[config.mk]
export PLATFORM = sky130hd
export DESIGN_NAME = cu_control_top
export DESIGN_NICKNAME = d
export VERILOG_FILES = /design/src/cu_pkg.sv /design/src/cu_job_control.sv /design/src/read_return_router.sv /design/src/vertex_job_reader.sv /design/src/vertex_job_filter.sv /design/src/edge_list_reader.sv /design/src/read_command_arbiter.sv /design/src/cu_control_top.sv
export VERILOG_INCLUDE_DIRS = /design/src
export SDC_FILE = /design/constraint.sdc
export NUM_CORES = 1
export LEC_CHECK = 0
export BUFFER_PORTS_ARGS = -buffer_cell sky130_fd_sc_hd__buf_4
export CORE_ASPECT_RATIO = 1.4
export CORE_MARGIN = 8
export CORE_UTILIZATION = 55
export DETAILED_ROUTE_END_ITERATION = 8
export PLACE_DENSITY = 0.74
export REMOVE_ABC_BUFFERS = 1
export SLEW_MARGIN = 20
export SYNTH_ARGS = -nofsm -noshare
export SYNTH_HDL_FRONTEND = slang
export SYNTH_HIERARCHICAL = 1
export SYNTH_SLANG_ARGS = --single-unit
[constraint.sdc]
create_clock -name clock -period 15.38 [get_ports clock]
set_input_delay 0 -clock clock [delete_from_list [all_inputs] [get_ports clock]]
set_output_delay 0 -clock clock [all_outputs]
set_load 0.01 [all_outputs]
[src/cu_consts.svh]
`ifndef CU_CONSTS_SVH
`define CU_CONSTS_SVH

//////////////////////////////////////////////////////////////////////
// widths
//////////////////////////////////////////////////////////////////////

// byte addresses toward memory
`define CU_ADDR_WIDTH 32
// vertex and edge counts
`define CU_COUNT_WIDTH 32
`define CU_DEGREE_WIDTH 16
`define CU_ID_WIDTH 2

//////////////////////////////////////////////////////////////////////
// compute-unit ids carried in the read tag
//////////////////////////////////////////////////////////////////////

`define CU_VERTEX_CONTROL_ID 1
`define CU_EDGE_READER_ID 2

// record sizes in memory, in bytes
`define VERTEX_RECORD_BYTES 8
`define EDGE_BYTES 4

// vertex reads outstanding plus records waiting in the queue
`define VERTEX_QUEUE_DEPTH 4

`endif

[src/cu_pkg.sv]
`include "cu_consts.svh"

package cu_pkg;

	typedef logic [`CU_ADDR_WIDTH-1:0] address_t;

	// vertex and edge totals
	typedef logic [`CU_COUNT_WIDTH-1:0] count_t;

	//////////////////////////////////////////////////////////////////////
	// read command side
	//////////////////////////////////////////////////////////////////////

	// value is the vertex index for vertex reads, the out-degree for edge reads
	typedef struct packed {
		logic [`CU_ID_WIDTH-1:0]     cu_id;
		logic [`CU_DEGREE_WIDTH-1:0] value;
	} read_tag_t;

	typedef struct packed {
		address_t  address;
		read_tag_t tag;
	} read_command_t;

	//////////////////////////////////////////////////////////////////////
	// read return data
	//////////////////////////////////////////////////////////////////////

	// one 64-bit data line holds one vertex record
	typedef struct packed {
		logic [`CU_DEGREE_WIDTH-1:0] in_degree;
		logic [`CU_DEGREE_WIDTH-1:0] out_degree;
		// first edge of this vertex in the edge array
		logic [`CU_COUNT_WIDTH-1:0]  edge_index;
	} vertex_record_t;

endpackage

[src/cu_job_control.sv]
`include "cu_consts.svh"

module cu_job_control (
	input  logic             clock,
	input  logic             rstn,
	input  logic             enabled,
	input  logic             wed_valid,
	input  cu_pkg::count_t   num_vertices,
	input  cu_pkg::count_t   num_edges,
	input  cu_pkg::address_t vertex_base,
	input  cu_pkg::address_t edge_base,
	input  cu_pkg::count_t   vertices_filtered,
	input  cu_pkg::count_t   vertices_done,
	input  cu_pkg::count_t   edges_done,
	output logic             run,
	output cu_pkg::count_t   job_vertices,
	output cu_pkg::address_t job_vertex_base,
	output cu_pkg::address_t job_edge_base,
	output logic             cu_done,
	output cu_pkg::count_t   return_vertices,
	output cu_pkg::count_t   return_edges
);

	logic                       start;
	logic [`CU_COUNT_WIDTH-1:0] job_edges;

	// first cycle with enabled and a valid work descriptor
	assign start = enabled && wed_valid && !run;

	always_ff @(posedge clock or negedge rstn) begin
		if (!rstn) begin
			run <= 1'b0;
		end else if (!enabled) begin
			run <= 1'b0;
		end else if (start) begin
			run <= 1'b1;
		end
	end

	always_ff @(posedge clock) begin
		if (start) begin
			job_vertices    <= num_vertices;
			job_edges       <= num_edges;
			job_vertex_base <= vertex_base;
			job_edge_base   <= edge_base;
		end
	end

	//////////////////////////////////////////////////////////////////////
	// totals and done
	//////////////////////////////////////////////////////////////////////

	// totals lag the unit counters by one cycle, done lags the totals by one
	always_ff @(posedge clock or negedge rstn) begin
		if (!rstn) begin
			return_vertices <= '0;
			return_edges    <= '0;
			cu_done         <= 1'b0;
		end else if (!enabled) begin
			return_vertices <= '0;
			return_edges    <= '0;
			cu_done         <= 1'b0;
		end else begin
			return_vertices <= vertices_done + vertices_filtered;
			return_edges    <= edges_done;
			cu_done         <= run && (return_vertices == job_vertices) &&
				(return_edges == job_edges);
		end
	end

endmodule

[src/read_return_router.sv]
`include "cu_consts.svh"

module read_return_router (
	input  logic                   clock,
	input  logic                   rstn,
	input  logic                   run,
	input  logic                   read_return_valid,
	input  cu_pkg::read_tag_t      read_return_tag,
	input  cu_pkg::vertex_record_t read_return_data,
	output logic                   vertex_return_valid,
	output logic                   edge_return_valid,
	output cu_pkg::read_tag_t      return_tag,
	output cu_pkg::vertex_record_t return_data
);

	// steer by compute-unit id, anything not vertex control goes to the edge side
	always_ff @(posedge clock or negedge rstn) begin
		if (!rstn) begin
			vertex_return_valid <= 1'b0;
			edge_return_valid   <= 1'b0;
		end else if (run && read_return_valid) begin
			case (read_return_tag.cu_id)
				`CU_ID_WIDTH'(`CU_VERTEX_CONTROL_ID): begin
					vertex_return_valid <= 1'b1;
					edge_return_valid   <= 1'b0;
				end
				default: begin
					vertex_return_valid <= 1'b0;
					edge_return_valid   <= 1'b1;
				end
			endcase
		end else begin
			vertex_return_valid <= 1'b0;
			edge_return_valid   <= 1'b0;
		end
	end

	// tag and data are shared by both destinations
	always_ff @(posedge clock) begin
		return_tag  <= read_return_tag;
		return_data <= read_return_data;
	end

endmodule

[src/vertex_job_reader.sv]
`include "cu_consts.svh"

module vertex_job_reader (
	input  logic                   clock,
	input  logic                   rstn,
	input  logic                   run,
	input  cu_pkg::count_t         job_vertices,
	input  cu_pkg::address_t       job_vertex_base,
	input  logic                   grant,
	input  logic                   vertex_return_valid,
	input  cu_pkg::vertex_record_t return_data,
	input  logic                   vertex_request,
	output logic                   request,
	output cu_pkg::read_command_t  command,
	output logic                   vertex_valid,
	output cu_pkg::vertex_record_t vertex_record
);

	localparam int DEPTH       = `VERTEX_QUEUE_DEPTH;
	localparam int PTR_WIDTH   = $clog2(DEPTH);
	localparam int LEVEL_WIDTH = $clog2(DEPTH + 1);

	cu_pkg::count_t         issue_index;
	logic [LEVEL_WIDTH-1:0] in_flight;
	logic [LEVEL_WIDTH-1:0] fifo_count;
	logic [PTR_WIDTH-1:0]   wr_ptr;
	logic [PTR_WIDTH-1:0]   rd_ptr;
	logic                   pending;
	logic                   pop;
	cu_pkg::vertex_record_t fifo_mem [DEPTH];

	function automatic logic [PTR_WIDTH-1:0] next_ptr(input logic [PTR_WIDTH-1:0] ptr);
		if (ptr == PTR_WIDTH'(DEPTH - 1)) begin
			return '0;
		end
		return ptr + PTR_WIDTH'(1);
	endfunction

	//////////////////////////////////////////////////////////////////////
	// read command generation
	//////////////////////////////////////////////////////////////////////

	// in_flight counts reads issued and not yet handed to the filter
	assign request = run && (issue_index < job_vertices) &&
		(in_flight < LEVEL_WIDTH'(DEPTH));

	assign command.address = job_vertex_base +
		cu_pkg::address_t'(issue_index) * cu_pkg::address_t'(`VERTEX_RECORD_BYTES);
	assign command.tag.cu_id = `CU_ID_WIDTH'(`CU_VERTEX_CONTROL_ID);
	assign command.tag.value = issue_index[`CU_DEGREE_WIDTH-1:0];

	// a request waiting here is served as soon as a record is queued
	assign pop = run && (pending || vertex_request) && (fifo_count != '0);

	always_ff @(posedge clock or negedge rstn) begin
		if (!rstn) begin
			issue_index  <= '0;
			in_flight    <= '0;
			fifo_count   <= '0;
			wr_ptr       <= '0;
			rd_ptr       <= '0;
			pending      <= 1'b0;
			vertex_valid <= 1'b0;
		end else if (!run) begin
			issue_index  <= '0;
			in_flight    <= '0;
			fifo_count   <= '0;
			wr_ptr       <= '0;
			rd_ptr       <= '0;
			pending      <= 1'b0;
			vertex_valid <= 1'b0;
		end else begin
			if (grant) begin
				issue_index <= issue_index + cu_pkg::count_t'(1);
			end
			in_flight  <= in_flight + LEVEL_WIDTH'(grant) - LEVEL_WIDTH'(pop);
			fifo_count <= fifo_count + LEVEL_WIDTH'(vertex_return_valid) - LEVEL_WIDTH'(pop);
			if (vertex_return_valid) begin
				wr_ptr <= next_ptr(wr_ptr);
			end
			if (pop) begin
				rd_ptr <= next_ptr(rd_ptr);
			end
			vertex_valid <= pop;
			if (pop) begin
				pending <= 1'b0;
			end else if (vertex_request) begin
				pending <= 1'b1;
			end
		end
	end

	// records queue in arrival order
	always_ff @(posedge clock) begin
		if (vertex_return_valid) begin
			fifo_mem[wr_ptr] <= return_data;
		end
		if (pop) begin
			vertex_record <= fifo_mem[rd_ptr];
		end
	end

endmodule

[src/vertex_job_filter.sv]
`include "cu_consts.svh"

module vertex_job_filter (
	input  logic                   clock,
	input  logic                   rstn,
	input  logic                   run,
	input  logic                   vertex_valid,
	input  cu_pkg::vertex_record_t vertex_record,
	input  logic                   edge_ready,
	output logic                   vertex_request,
	output logic                   vertex_out_valid,
	output cu_pkg::vertex_record_t vertex_out,
	output cu_pkg::count_t         vertices_filtered
);

	logic pending;
	logic keep;

	// a vertex nobody points to has nothing to contribute
	assign keep = vertex_record.in_degree != `CU_DEGREE_WIDTH'(0);

	// one request at a time, only while the edge reader is idle
	assign vertex_request = run && edge_ready && !pending;

	// forwarded in the same cycle so the edge reader is busy before the next request
	assign vertex_out_valid = run && vertex_valid && keep;
	assign vertex_out       = vertex_record;

	always_ff @(posedge clock or negedge rstn) begin
		if (!rstn) begin
			pending           <= 1'b0;
			vertices_filtered <= '0;
		end else if (!run) begin
			pending           <= 1'b0;
			vertices_filtered <= '0;
		end else begin
			if (vertex_valid) begin
				pending <= 1'b0;
			end else if (vertex_request) begin
				pending <= 1'b1;
			end
			if (vertex_valid && !keep) begin
				vertices_filtered <= vertices_filtered + cu_pkg::count_t'(1);
			end
		end
	end

endmodule

[src/edge_list_reader.sv]
`include "cu_consts.svh"

module edge_list_reader (
	input  logic                   clock,
	input  logic                   rstn,
	input  logic                   run,
	input  cu_pkg::address_t       edge_base,
	input  logic                   vertex_out_valid,
	input  cu_pkg::vertex_record_t vertex_out,
	input  logic                   grant,
	input  logic                   edge_return_valid,
	input  cu_pkg::read_tag_t      return_tag,
	output logic                   edge_ready,
	output logic                   request,
	output cu_pkg::read_command_t  command,
	output cu_pkg::count_t         vertices_done,
	output cu_pkg::count_t         edges_done
);

	logic busy;
	logic accept;

	assign edge_ready = !busy;
	assign request    = busy;
	assign accept     = !busy && vertex_out_valid;

	always_ff @(posedge clock or negedge rstn) begin
		if (!rstn) begin
			busy <= 1'b0;
		end else if (!run) begin
			busy <= 1'b0;
		end else if (busy && grant) begin
			busy <= 1'b0;
		end else if (accept) begin
			busy <= 1'b1;
		end
	end

	// edge list read, out-degree rides along in the tag
	always_ff @(posedge clock) begin
		if (accept) begin
			command.address <= edge_base +
				cu_pkg::address_t'(vertex_out.edge_index) * cu_pkg::address_t'(`EDGE_BYTES);
			command.tag.cu_id <= `CU_ID_WIDTH'(`CU_EDGE_READER_ID);
			command.tag.value <= vertex_out.out_degree;
		end
	end

	//////////////////////////////////////////////////////////////////////
	// completion counters
	//////////////////////////////////////////////////////////////////////

	always_ff @(posedge clock or negedge rstn) begin
		if (!rstn) begin
			vertices_done <= '0;
			edges_done    <= '0;
		end else if (!run) begin
			vertices_done <= '0;
			edges_done    <= '0;
		end else if (edge_return_valid) begin
			vertices_done <= vertices_done + cu_pkg::count_t'(1);
			edges_done    <= edges_done + cu_pkg::count_t'(return_tag.value);
		end
	end

endmodule

[src/read_command_arbiter.sv]
`include "cu_consts.svh"

module read_command_arbiter (
	input  logic                  clock,
	input  logic                  rstn,
	input  logic                  run,
	input  logic                  vertex_request,
	input  cu_pkg::read_command_t vertex_command,
	input  logic                  edge_request,
	input  cu_pkg::read_command_t edge_command,
	input  logic                  read_buffer_alfull,
	output logic                  vertex_grant,
	output logic                  edge_grant,
	output logic                  read_command_valid,
	output cu_pkg::read_command_t read_command
);

	logic last_edge;
	logic allow;

	// one command every other cycle so each valid is a single-cycle pulse
	assign allow = run && !read_buffer_alfull && !read_command_valid;

	// last winner drops to low priority
	assign vertex_grant = allow && vertex_request && (!edge_request || last_edge);
	assign edge_grant   = allow && edge_request && (!vertex_request || !last_edge);

	always_ff @(posedge clock or negedge rstn) begin
		if (!rstn) begin
			read_command_valid <= 1'b0;
			last_edge          <= 1'b0;
		end else if (!run) begin
			read_command_valid <= 1'b0;
			last_edge          <= 1'b0;
		end else begin
			read_command_valid <= vertex_grant || edge_grant;
			if (vertex_grant) begin
				last_edge <= 1'b0;
			end else if (edge_grant) begin
				last_edge <= 1'b1;
			end
		end
	end

	//////////////////////////////////////////////////////////////////////
	// outgoing command register
	//////////////////////////////////////////////////////////////////////

	always_ff @(posedge clock) begin
		if (edge_grant) begin
			read_command <= edge_command;
		end else if (vertex_grant) begin
			read_command <= vertex_command;
		end
	end

endmodule

[src/cu_control_top.sv]
module cu_control_top (
	input  logic                   clock,
	input  logic                   rstn,
	input  logic                   enabled,
	input  logic                   wed_valid,
	input  cu_pkg::count_t         num_vertices,
	input  cu_pkg::count_t         num_edges,
	input  cu_pkg::address_t       vertex_base,
	input  cu_pkg::address_t       edge_base,
	output logic                   read_command_valid,
	output cu_pkg::read_command_t  read_command,
	input  logic                   read_buffer_alfull,
	input  logic                   read_return_valid,
	input  cu_pkg::read_tag_t      read_return_tag,
	input  cu_pkg::vertex_record_t read_return_data,
	output logic                   cu_done,
	output cu_pkg::count_t         return_vertices,
	output cu_pkg::count_t         return_edges
);

	logic                   run;
	cu_pkg::count_t         job_vertices;
	cu_pkg::address_t       job_vertex_base;
	cu_pkg::address_t       job_edge_base;
	logic                   vertex_return_valid;
	logic                   edge_return_valid;
	cu_pkg::read_tag_t      return_tag;
	cu_pkg::vertex_record_t return_data;
	logic                   vertex_read_request;
	logic                   vertex_read_grant;
	cu_pkg::read_command_t  vertex_read_command;
	logic                   edge_read_request;
	logic                   edge_read_grant;
	cu_pkg::read_command_t  edge_read_command;
	logic                   vertex_request;
	logic                   vertex_valid;
	cu_pkg::vertex_record_t vertex_record;
	logic                   edge_ready;
	logic                   vertex_out_valid;
	cu_pkg::vertex_record_t vertex_out;
	cu_pkg::count_t         vertices_filtered;
	cu_pkg::count_t         vertices_done;
	cu_pkg::count_t         edges_done;

	//////////////////////////////////////////////////////////////////////
	// job control and return routing
	//////////////////////////////////////////////////////////////////////

	cu_job_control job_control_i (
		.clock(clock), .rstn(rstn), .enabled(enabled), .wed_valid(wed_valid),
		.num_vertices(num_vertices), .num_edges(num_edges),
		.vertex_base(vertex_base), .edge_base(edge_base),
		.vertices_filtered(vertices_filtered), .vertices_done(vertices_done),
		.edges_done(edges_done), .run(run), .job_vertices(job_vertices),
		.job_vertex_base(job_vertex_base), .job_edge_base(job_edge_base),
		.cu_done(cu_done), .return_vertices(return_vertices), .return_edges(return_edges)
	);

	read_return_router return_router_i (
		.clock(clock), .rstn(rstn), .run(run), .read_return_valid(read_return_valid),
		.read_return_tag(read_return_tag), .read_return_data(read_return_data),
		.vertex_return_valid(vertex_return_valid), .edge_return_valid(edge_return_valid),
		.return_tag(return_tag), .return_data(return_data)
	);

	//////////////////////////////////////////////////////////////////////
	// vertex path, filter, edge reads
	//////////////////////////////////////////////////////////////////////

	vertex_job_reader vertex_reader_i (
		.clock(clock), .rstn(rstn), .run(run), .job_vertices(job_vertices),
		.job_vertex_base(job_vertex_base), .grant(vertex_read_grant),
		.vertex_return_valid(vertex_return_valid), .return_data(return_data),
		.vertex_request(vertex_request), .request(vertex_read_request),
		.command(vertex_read_command), .vertex_valid(vertex_valid),
		.vertex_record(vertex_record)
	);

	vertex_job_filter vertex_filter_i (
		.clock(clock), .rstn(rstn), .run(run), .vertex_valid(vertex_valid),
		.vertex_record(vertex_record), .edge_ready(edge_ready),
		.vertex_request(vertex_request), .vertex_out_valid(vertex_out_valid),
		.vertex_out(vertex_out), .vertices_filtered(vertices_filtered)
	);

	edge_list_reader edge_reader_i (
		.clock(clock), .rstn(rstn), .run(run), .edge_base(job_edge_base),
		.vertex_out_valid(vertex_out_valid), .vertex_out(vertex_out),
		.grant(edge_read_grant), .edge_return_valid(edge_return_valid),
		.return_tag(return_tag), .edge_ready(edge_ready), .request(edge_read_request),
		.command(edge_read_command), .vertices_done(vertices_done), .edges_done(edges_done)
	);

	// single outgoing read command port
	read_command_arbiter command_arbiter_i (
		.clock(clock), .rstn(rstn), .run(run),
		.vertex_request(vertex_read_request), .vertex_command(vertex_read_command),
		.edge_request(edge_read_request), .edge_command(edge_read_command),
		.read_buffer_alfull(read_buffer_alfull), .vertex_grant(vertex_read_grant),
		.edge_grant(edge_read_grant), .read_command_valid(read_command_valid),
		.read_command(read_command)
	);

endmodule

==> out/results.env, run 1 <==
INITIAL_UTILIZATION=0.552
LAYOUT.FILLER_CELLS=4612
TIMING.FINAL.CRIT_SHARE=0.326
CTS_SETUP_BUFFERS=0
CTS_BUFFERS=80
CRIT_FANOUT=53
COMBINED_AREA_OF_THE_MULTI_INPUT_LOGIC_CELLS_UM2=13000
SIGNED_AREA_CHANGE_FROM_THE_SYNTHESIZED_NETLIST_TO_THE_FINAL_LAYOUT_PCT=21.9
SYNTH-WARNING-COUNT=6
SLEW-LIMIT-HEADROOM=0.250
FP-ROW-COUNT=113
FINALSETUPVIOLATIONS=0
CTS_MAX_LEVEL=3
TIMING.CLOCK.SKEW_PS=27.9
CLOCK_TREE.ROOT_CELL='sky130_fd_sc_hd__clkbuf_16'
ROUTEDWLPERCELL_UM=24.0
CAP_VIOLATIONS=0
CORE_REGION_AREA_UM2=67400
GRT_PASS1_VIAS=25707
TIGHTEST_SLEW_PS=1100
NETSWITCHINGPOWER_uW=1010
FINAL_NET_COUNT=3652
PRE_CTS_WS_PS=10350
CLK_PIN_SLEW_PS=60
HOLD_CLASS='primary input to register'
LEAKAGE_uW=0.0182
FP.DIEW_UM=236
CLK-INSERTION-DELAY-LATE_PS=650
CELLPOWERDENSITY_nW_PER_UM2=103
POST-DP-HPWL_UM=69500
GRT_USAGE=0.263
CELL_INTERNAL_PWR_uW=3670
FIN_CRIT_PS=5010
TIMING.CRITICAL_PATH.ARRIVAL_PS=5330
VIA_PER_INST=5.81
CLOCK_SINKS=826
IO_BUFFER_COUNT=329
MAX_SLEW_VIO_COUNT=0
POSTSYNTHCELLCOUNT=2748
ROUTED-VIA-COUNT=24515
TRITONCTS_CLOCK_TREE='built'
LAYOUT.AREA.SEQ_UM2=23000
GP_ROUTABILITY_CONGESTION=0.960
FLOORPLAN.DIE.HEIGHT_UM=324
ROUTE.DETAILED.DRC=0
POWER_SWITCHING_SHARE=0.215
WIRELENGTH_UM=101000
POWER.SHARE.COMBINATIONAL=0.052
TIMING.SETUP.CRITICAL_PATH_CLASS='register to register'
INITIALDRTVIOLATIONCOUNT=1827
FIRST_PASS_ITERATION_COUNT_OF_THE_DETAILED_ROUTER=5
SYNTH_AREA_UM2=37200
CRIT_PATH_START_KIND='register'
DIE_AREA_UM2=76400
GRT_OVERFLOW_TOTAL=0
REQUIRED_PS=15700
GRT_SETUP_UNREPAIRED='no'
POWER.SHARE.SEQUENTIAL=0.518
POWER.IR.VDD_WORST_uV=122
POSTLAYOUTSETUPSLACKWORST_PS=10370
CTSLONGESTPATHBUFFERS=3
ANTENNA_FOUND_INITIAL=7
DRIVE_ABOVE_1_SHARE=0.189
GRT_FIRST_PASS_WIRELENGTH_UM=154000
IOPINCOUNT=332
GRT_MAX_DEGREE=80
STATUS='completed'
MAPPED_AVG_CELL_AREA_UM2=13.5
POSTCTSRESIZEDCELLS=0
CTS_HOLD_BUFFERS=261
FMAX_MHz=200
FIN_TNS_SETUP_PS=0
HOLD_VIOL_FINAL=0
TIMING.CRITICAL_PATH.TO_TYPE='register'
P_CLK_FRAC=0.430
FINAL_ANTENNA_NET_COUNT=0
registers in the layout (all words and copies together) (netlist names), 2 cells and up:
| signal | count |
|---|---|
| job_control_i/job_vertex_base | 32 |
| vertex_filter_i/vertices_filtered | 32 |
| vertex_reader_i/in_flight | 3 |
| vertex_reader_i/vertex_record | 62 |
| edge_reader_i/command | 48 |
| vertex_reader_i/issue_index | 32 |
| edge_reader_i/vertices_done | 32 |
| job_control_i/return_vertices | 32 |
| command_arbiter_i/read_command | 50 |
| job_control_i/job_vertices | 32 |
| return_router_i/return_tag | 16 |
| return_router_i/return_data | 62 |
| edge_reader_i/edges_done | 32 |
| job_control_i/job_edges | 32 |
| vertex_reader_i/rd_ptr | 2 |
| vertex_reader_i/wr_ptr | 2 |
| job_control_i/job_edge_base | 32 |
| vertex_reader_i/fifo_mem | 248 |
| vertex_reader_i/fifo_count | 3 |
| job_control_i/return_edges | 32 |
placed cells by master (no fill, tap or decap), types with 82 or more instances in the layout:
master and n:
sky130_fd_sc_hd__nor2_1 135, sky130_fd_sc_hd__ha_1 147, sky130_fd_sc_hd__buf_4 348, sky130_fd_sc_hd__dfrtp_1 209, sky130_fd_sc_hd__inv_1 92, sky130_fd_sc_hd__edfxtp_1 536
sky130_fd_sc_hd__nand2_1 159, sky130_fd_sc_hd__clkbuf_16 82, sky130_fd_sc_hd__a21oi_1 143, sky130_fd_sc_hd__dlygate4sd3_1 260, sky130_fd_sc_hd__xnor2_1 114
metal layers:
| metal | GRT usage | share of wire | vias up |
|---|---|---|---|
| met4 | 0.122 | 0.044 | 6 |
| met5 | 0 | 0.00035 | - |
| met1 | 0.302 | 0.37 | 12100 |
| met3 | 0.0523 | 0.068 | 203 |
| met2 | 0.471 | 0.51 | 960 |
| li1 | - | - | 11246 |
area by class of cell:
cell class,instances,area share
Sequential cell,826,0.506
Inverter,94,0.00778
Clock buffer,108,0.0489
Antenna cell,5,0.000276
Tap cell,862,0.0238
Timing Repair Buffer,611,0.116
Clock inverter,40,0.0106
Multi-Input combinational cell,1670,0.286
worst paths after layout:
path	from	slack, ps	depth (start not counted)	endpoint
min in group asynchronous	rstn	510	4	job_control_i/return_vertices[3]
max in group asynchronous	rstn	13790	4	vertex_reader_i/rd_ptr[0]
min	read_return_data[18]	20	2	return_router_i/return_data[18]
max reg2reg	job_control_i/job_vertices[10]	10370	12	command_arbiter_i/read_command[17]
min reg2reg	vertex_reader_i/vertex_record[33]	410	0	edge_reader_i/command[1]
max	job_control_i/job_vertices[10]	10370	12	command_arbiter_i/read_command[17]
stage by stage:
| step | cell area, µm² | hold WS, ps | power, µW | util | std cells |
|---|---|---|---|---|---|
| floorplan | 36300 | -296 | 2550 | - | 2590 |
| global placement | 40000 | 12.5 | 2650 | 0.594 | 3802 |
| detailed placement | 40000 | 23.3 | 2650 | 0.594 | 3802 |
| CTS | 45400 | 1.57 | 4710 | 0.673 | 4211 |
| global route | 45400 | 13.1 | 4820 | 0.673 | 4212 |
| finish | 45400 | 24.6 | 4680 | 0.673 | 4216 |
critical path, stage by stage (launching register included):
cell	delay (ps)
sky130_fd_sc_hd__edfxtp_1	500
sky130_fd_sc_hd__inv_1	110
sky130_fd_sc_hd__ha_1	320
sky130_fd_sc_hd__a21o_1	160
sky130_fd_sc_hd__a221o_1	350
sky130_fd_sc_hd__a221oi_1	320
sky130_fd_sc_hd__o21a_1	160
sky130_fd_sc_hd__o31ai_1	110
sky130_fd_sc_hd__a221oi_1	640
sky130_fd_sc_hd__nand2_1	200
sky130_fd_sc_hd__nand3_4	810
sky130_fd_sc_hd__nand2_2	530
sky130_fd_sc_hd__buf_4	440
power by group through the flow:
stage,Sequential [µW],Combinational [µW],Clock (µW)
after detailed placement,2470,183,0
after floorplan,2470,80.1,0
after CTS,2430,240,2040
after global placement,2470,179,0
after global routing,2430,262,2130
final,2430,243,2010
No activity file was read; power rests on OpenSTA's default activity.
==> run 2: changes to the inputs <==
--- a/config.mk
+++ b/config.mk
@@ -6,12 +6,13 @@
 export SDC_FILE = /design/constraint.sdc
 export NUM_CORES = 1
 export LEC_CHECK = 0
+export ABC_AREA = 1
 export BUFFER_PORTS_ARGS = -buffer_cell sky130_fd_sc_hd__buf_4
 export CORE_ASPECT_RATIO = 1.4
 export CORE_MARGIN = 8
 export CORE_UTILIZATION = 55
 export DETAILED_ROUTE_END_ITERATION = 8
-export PLACE_DENSITY = 0.74
+export PLACE_DENSITY = 0.77
 export REMOVE_ABC_BUFFERS = 1
 export SLEW_MARGIN = 20
 export SYNTH_ARGS = -nofsm -noshare
==> constraint.sdc (replaced) <==
create_clock -name clock -period 4.5 [get_ports clock]
set_input_delay 0 -clock clock [delete_from_list [all_inputs] [get_ports clock]]
set_output_delay 0 -clock clock [all_outputs]
set_load 0.01 [all_outputs]
==> run 2 against run 1 <==
  * Non-clock buffer count increased by 22
  * Critical endpoint is now vertex_reader_i/issue_index[10]
  * Worst setup slack got worse by 9600 ps
  * Power increased to 3.5 times the previous value
==> out/results.env, run 2 <==
STATUS='completed'
GRT_MAX_DEGREE=111  # +39%
MAPPED_AVG_CELL_AREA_UM2=9.23  # -32%
HOLD_CLASS='primary input to register'
VIA_PER_INST=5.53  # -4.8%
TIMING.FINAL.CRIT_SHARE=0.822  # +0.497
LAYOUT.CELLS.MOST_COMMON='sky130_fd_sc_hd__nand2_1'
CELLPOWERDENSITY_nW_PER_UM2=333  # +220%
SIGNED_AREA_CHANGE_FROM_THE_SYNTHESIZED_NETLIST_TO_THE_FINAL_LAYOUT_PCT=20.8
ROUTED-VIA-COUNT=32908  # +34%
CRIT_FANOUT=9  # -83%
GRT_PASS1_VIAS=32752  # +27%
TOP_REGISTER='vertex_reader_i/fifo_mem'
TIMING.REG2REG.SETUP_SLACK_PS=800  # -9570 ps
GP_ROUTABILITY_CONGESTION=0.979  # +2.0%
REQUIRED_PS=5020  # -10680 ps
COMBINED_AREA_OF_THE_MULTI_INPUT_LOGIC_CELLS_UM2=14500  # +12%
POWER.IR.VDD_WORST_uV=366  # +200%
CTS_HOLD_BUFFERS=268  # +2.7%
GRT_OVERFLOW_TOTAL=0  # unchanged
DIE_AREA_UM2=82300  # +7.8%
CRIT_PATH_START_KIND='register'
MOSTFREQUENTLAYOUTCELLS='1166 x sky130_fd_sc_hd__nand2_1, 536 x sky130_fd_sc_hd__edfxtp_1, 487 x sky130_fd_sc_hd__nor2_1, 477 x sky130_fd_sc_hd__inv_1, 358 x sky130_fd_sc_hd__buf_4'
HOLD_VIOL_FINAL=0  # unchanged
INITIALDRTVIOLATIONCOUNT=3006  # +65%
P_CLK_FRAC=0.420  # -0.010
WORST_SETUP_PATH_ENDPOINT='vertex_reader_i/issue_index[10]'
INITIAL_UTILIZATION=0.555  # +0.00323
MET3_USAGE=0.0529  # +0.000618
CP-STARTPOINT='vertex_reader_i/issue_index[27]'
LEAKAGE_uW=0.0214  # +18%
SYNTH_AREA_UM2=40300  # +8.3%
POWER_SWITCHING_SHARE=0.229  # +0.0136
FINAL_NET_COUNT=5295  # +45%
WORSTREG2REGEND='vertex_reader_i/issue_index[10]'
CTS_SETUP_BUFFERS=0  # unchanged
GRT_USAGE=0.293  # +0.0302
FINAL_CELL_COUNT_NO_FILL=5946  # +41%
TIMING.SETUP.CRITICAL_PATH_CLASS='register to register'
ROUTE.DETAILED.DRC=0  # unchanged
DP.CELLS=5526  # +45%
CLOCK_TREE.ROOT_CELL='sky130_fd_sc_hd__clkbuf_16'
POWER.SHARE.COMBINATIONAL=0.065  # +0.013
ANTENNA_FOUND_INITIAL=8  # +1
POSTSYNTHCELLCOUNT=4366  # +59%
GRT_FIRST_PASS_WIRELENGTH_UM=187000  # +21%
CLOCK_SINKS=826  # unchanged
TIMING.CRITICAL_PATH.TO_TYPE='register'
CLK-INSERTION-DELAY-LATE_PS=650  # about the same
IOPINCOUNT=332  # unchanged
GRT_SETUP_UNREPAIRED='no'
CELL_INTERNAL_PWR_uW=12500  # +240%
ROUTEDWLPERCELL_UM=20.6  # -14%
CTS_MAX_LEVEL=3  # unchanged
POWER.SHARE.SEQUENTIAL=0.515  # -0.003
CAP_VIOLATIONS=0  # unchanged
FIN_TNS_SETUP_PS=0  # unchanged
CORE_REGION_AREA_UM2=72600  # +7.7%
FMAX_MHz=270  # +35%
TIMING.CRITICAL_PATH.ARRIVAL_PS=4220  # -1110 ps
WIRELENGTH_UM=123000  # +21%
CLK_PIN_SLEW_PS=70  # about the same
POSTCTSRESIZEDCELLS=0  # unchanged
TIMING.CLOCK.SKEW_PS=32.2  # +4.34 ps
WORST_R2R_PATH_DEPTH=19  # +7
R2R_START='vertex_reader_i/issue_index[27]'
SYNTH-WARNING-COUNT=6  # unchanged
TIGHTEST_SLEW_PS=1160  # +58.9 ps
FLOORPLAN.DIE.HEIGHT_UM=336  # +3.9%
CTS_BUFFERS=79  # -1.3%
LAYOUT.FILLER_CELLS=5442  # +18%
FINALSETUPVIOLATIONS=0  # unchanged
FP-ROW-COUNT=117  # +3.5%
GROUTE.LAYER.MET1.USAGE=0.340  # +0.0385
NETSWITCHINGPOWER_uW=3710  # +270%
FIN_CRIT_PS=3700  # -1310 ps
BIGGESTREGSBYFLOPS='vertex_reader_i/fifo_mem x248, return_router_i/return_data x62, vertex_reader_i/vertex_record x62'
GRT-BUSIEST-LAYER='met2'
FINAL_ANTENNA_NET_COUNT=0  # unchanged
SLEW-LIMIT-HEADROOM=0.230  # -0.0204
CTSLONGESTPATHBUFFERS=3  # unchanged
LAYOUT.AREA.SEQ_UM2=23000  # about the same
POST-DP-HPWL_UM=85300  # +23%
TOTAL_POWER_uW=16200  # +250%
GRT_UTIL_MET2=0.508  # +0.0374
MAX_SLEW_VIO_COUNT=0  # unchanged
IO_BUFFER_COUNT=329  # unchanged
TRITONCTS_CLOCK_TREE='built'
FP.DIEW_UM=245  # +3.8%
NUMBER_OF_FLIP_FLOPS_UNDER_THE_LARGEST_REGISTER_NAME=248  # unchanged
FIRST_PASS_ITERATION_COUNT_OF_THE_DETAILED_ROUTER=7  # +2
DRIVE_ABOVE_1_SHARE=0.124  # -0.0643
run 2: per-stage QoR:
step / hold WS, ps / area (µm²) / util / setup WS [ps]
after CTS: 0.454 / 48700 / 0.671 / 905
after floorplan: -296 / 39400 / - / -6710
after global routing: 7.97 / 48700 / 0.671 / 475
after global placement: -18.8 / 43300 / 0.597 / 1050
after detailed placement: -13.2 / 43400 / 0.597 / 927
final: 13.8 / 48700 / 0.671 / 800
run 2: area by class of cell:
class / count / area share
inverters: 506 / 0.0391
clock inverters: 42 / 0.00863
well taps: 952 / 0.0244
multi-input cells: 2880 / 0.298
clock buffers: 106 / 0.0454
repair buffers: 633 / 0.113
flip-flops and latches: 826 / 0.471
diodes: 1 / 0.0000514
run 2: worst max-delay path, stage by stage, from the launching register on:
cell                      delay, ps
sky130_fd_sc_hd__dfrtp_1        560
sky130_fd_sc_hd__ha_1           330
sky130_fd_sc_hd__a21oi_1        130
sky130_fd_sc_hd__o21ai_0         90
sky130_fd_sc_hd__nand2_1         70
sky130_fd_sc_hd__nand2_1         50
sky130_fd_sc_hd__a21oi_1        210
sky130_fd_sc_hd__nand3_1        190
sky130_fd_sc_hd__nor2_1         190
sky130_fd_sc_hd__inv_1           60
sky130_fd_sc_hd__a21oi_1        110
sky130_fd_sc_hd__nand2_1        120
sky130_fd_sc_hd__inv_1          360
sky130_fd_sc_hd__nor2_4         140
sky130_fd_sc_hd__nor2_4         210
sky130_fd_sc_hd__nand2_1        110
sky130_fd_sc_hd__nor2_1         240
sky130_fd_sc_hd__nand2_1        140
sky130_fd_sc_hd__o21ai_0        200
sky130_fd_sc_hd__a21oi_1         60
run 2: how the worst min path moves through the flow:
stage	start	endpoint	slack, ps	cells after the start
global placement	rstn	edge_reader_i/edges_done[6]	-20	1
finish	read_return_data[34]	return_router_i/return_data[34]	10	2
detailed placement	rstn	job_control_i/return_edges[7]	-10	1
CTS	read_return_data[59]	return_router_i/return_data[59]	0.5	2
floorplan	rstn	command_arbiter_i/last_edge	-300	0
global route	read_return_data[0]	return_router_i/return_data[0]	8	2
run 2: layer usage:
layer  routed length, µm  vias up
li1                    -    15490
met1               45300    15595
met2               60500     1495
met3                9580      316
met5                  80        -
met4                7260       12
run 2: power by group through the flow:
stage	combinational (µW)	sequential, µW	clock (µW)
4_1_cts	1030	8340	6830
5_1_grt	1140	8360	7160
6_report	1050	8350	6800
3_3_place_gp	812	8500	0
3_5_place_dp	828	8500	0
2_1_floorplan	382	8500	0
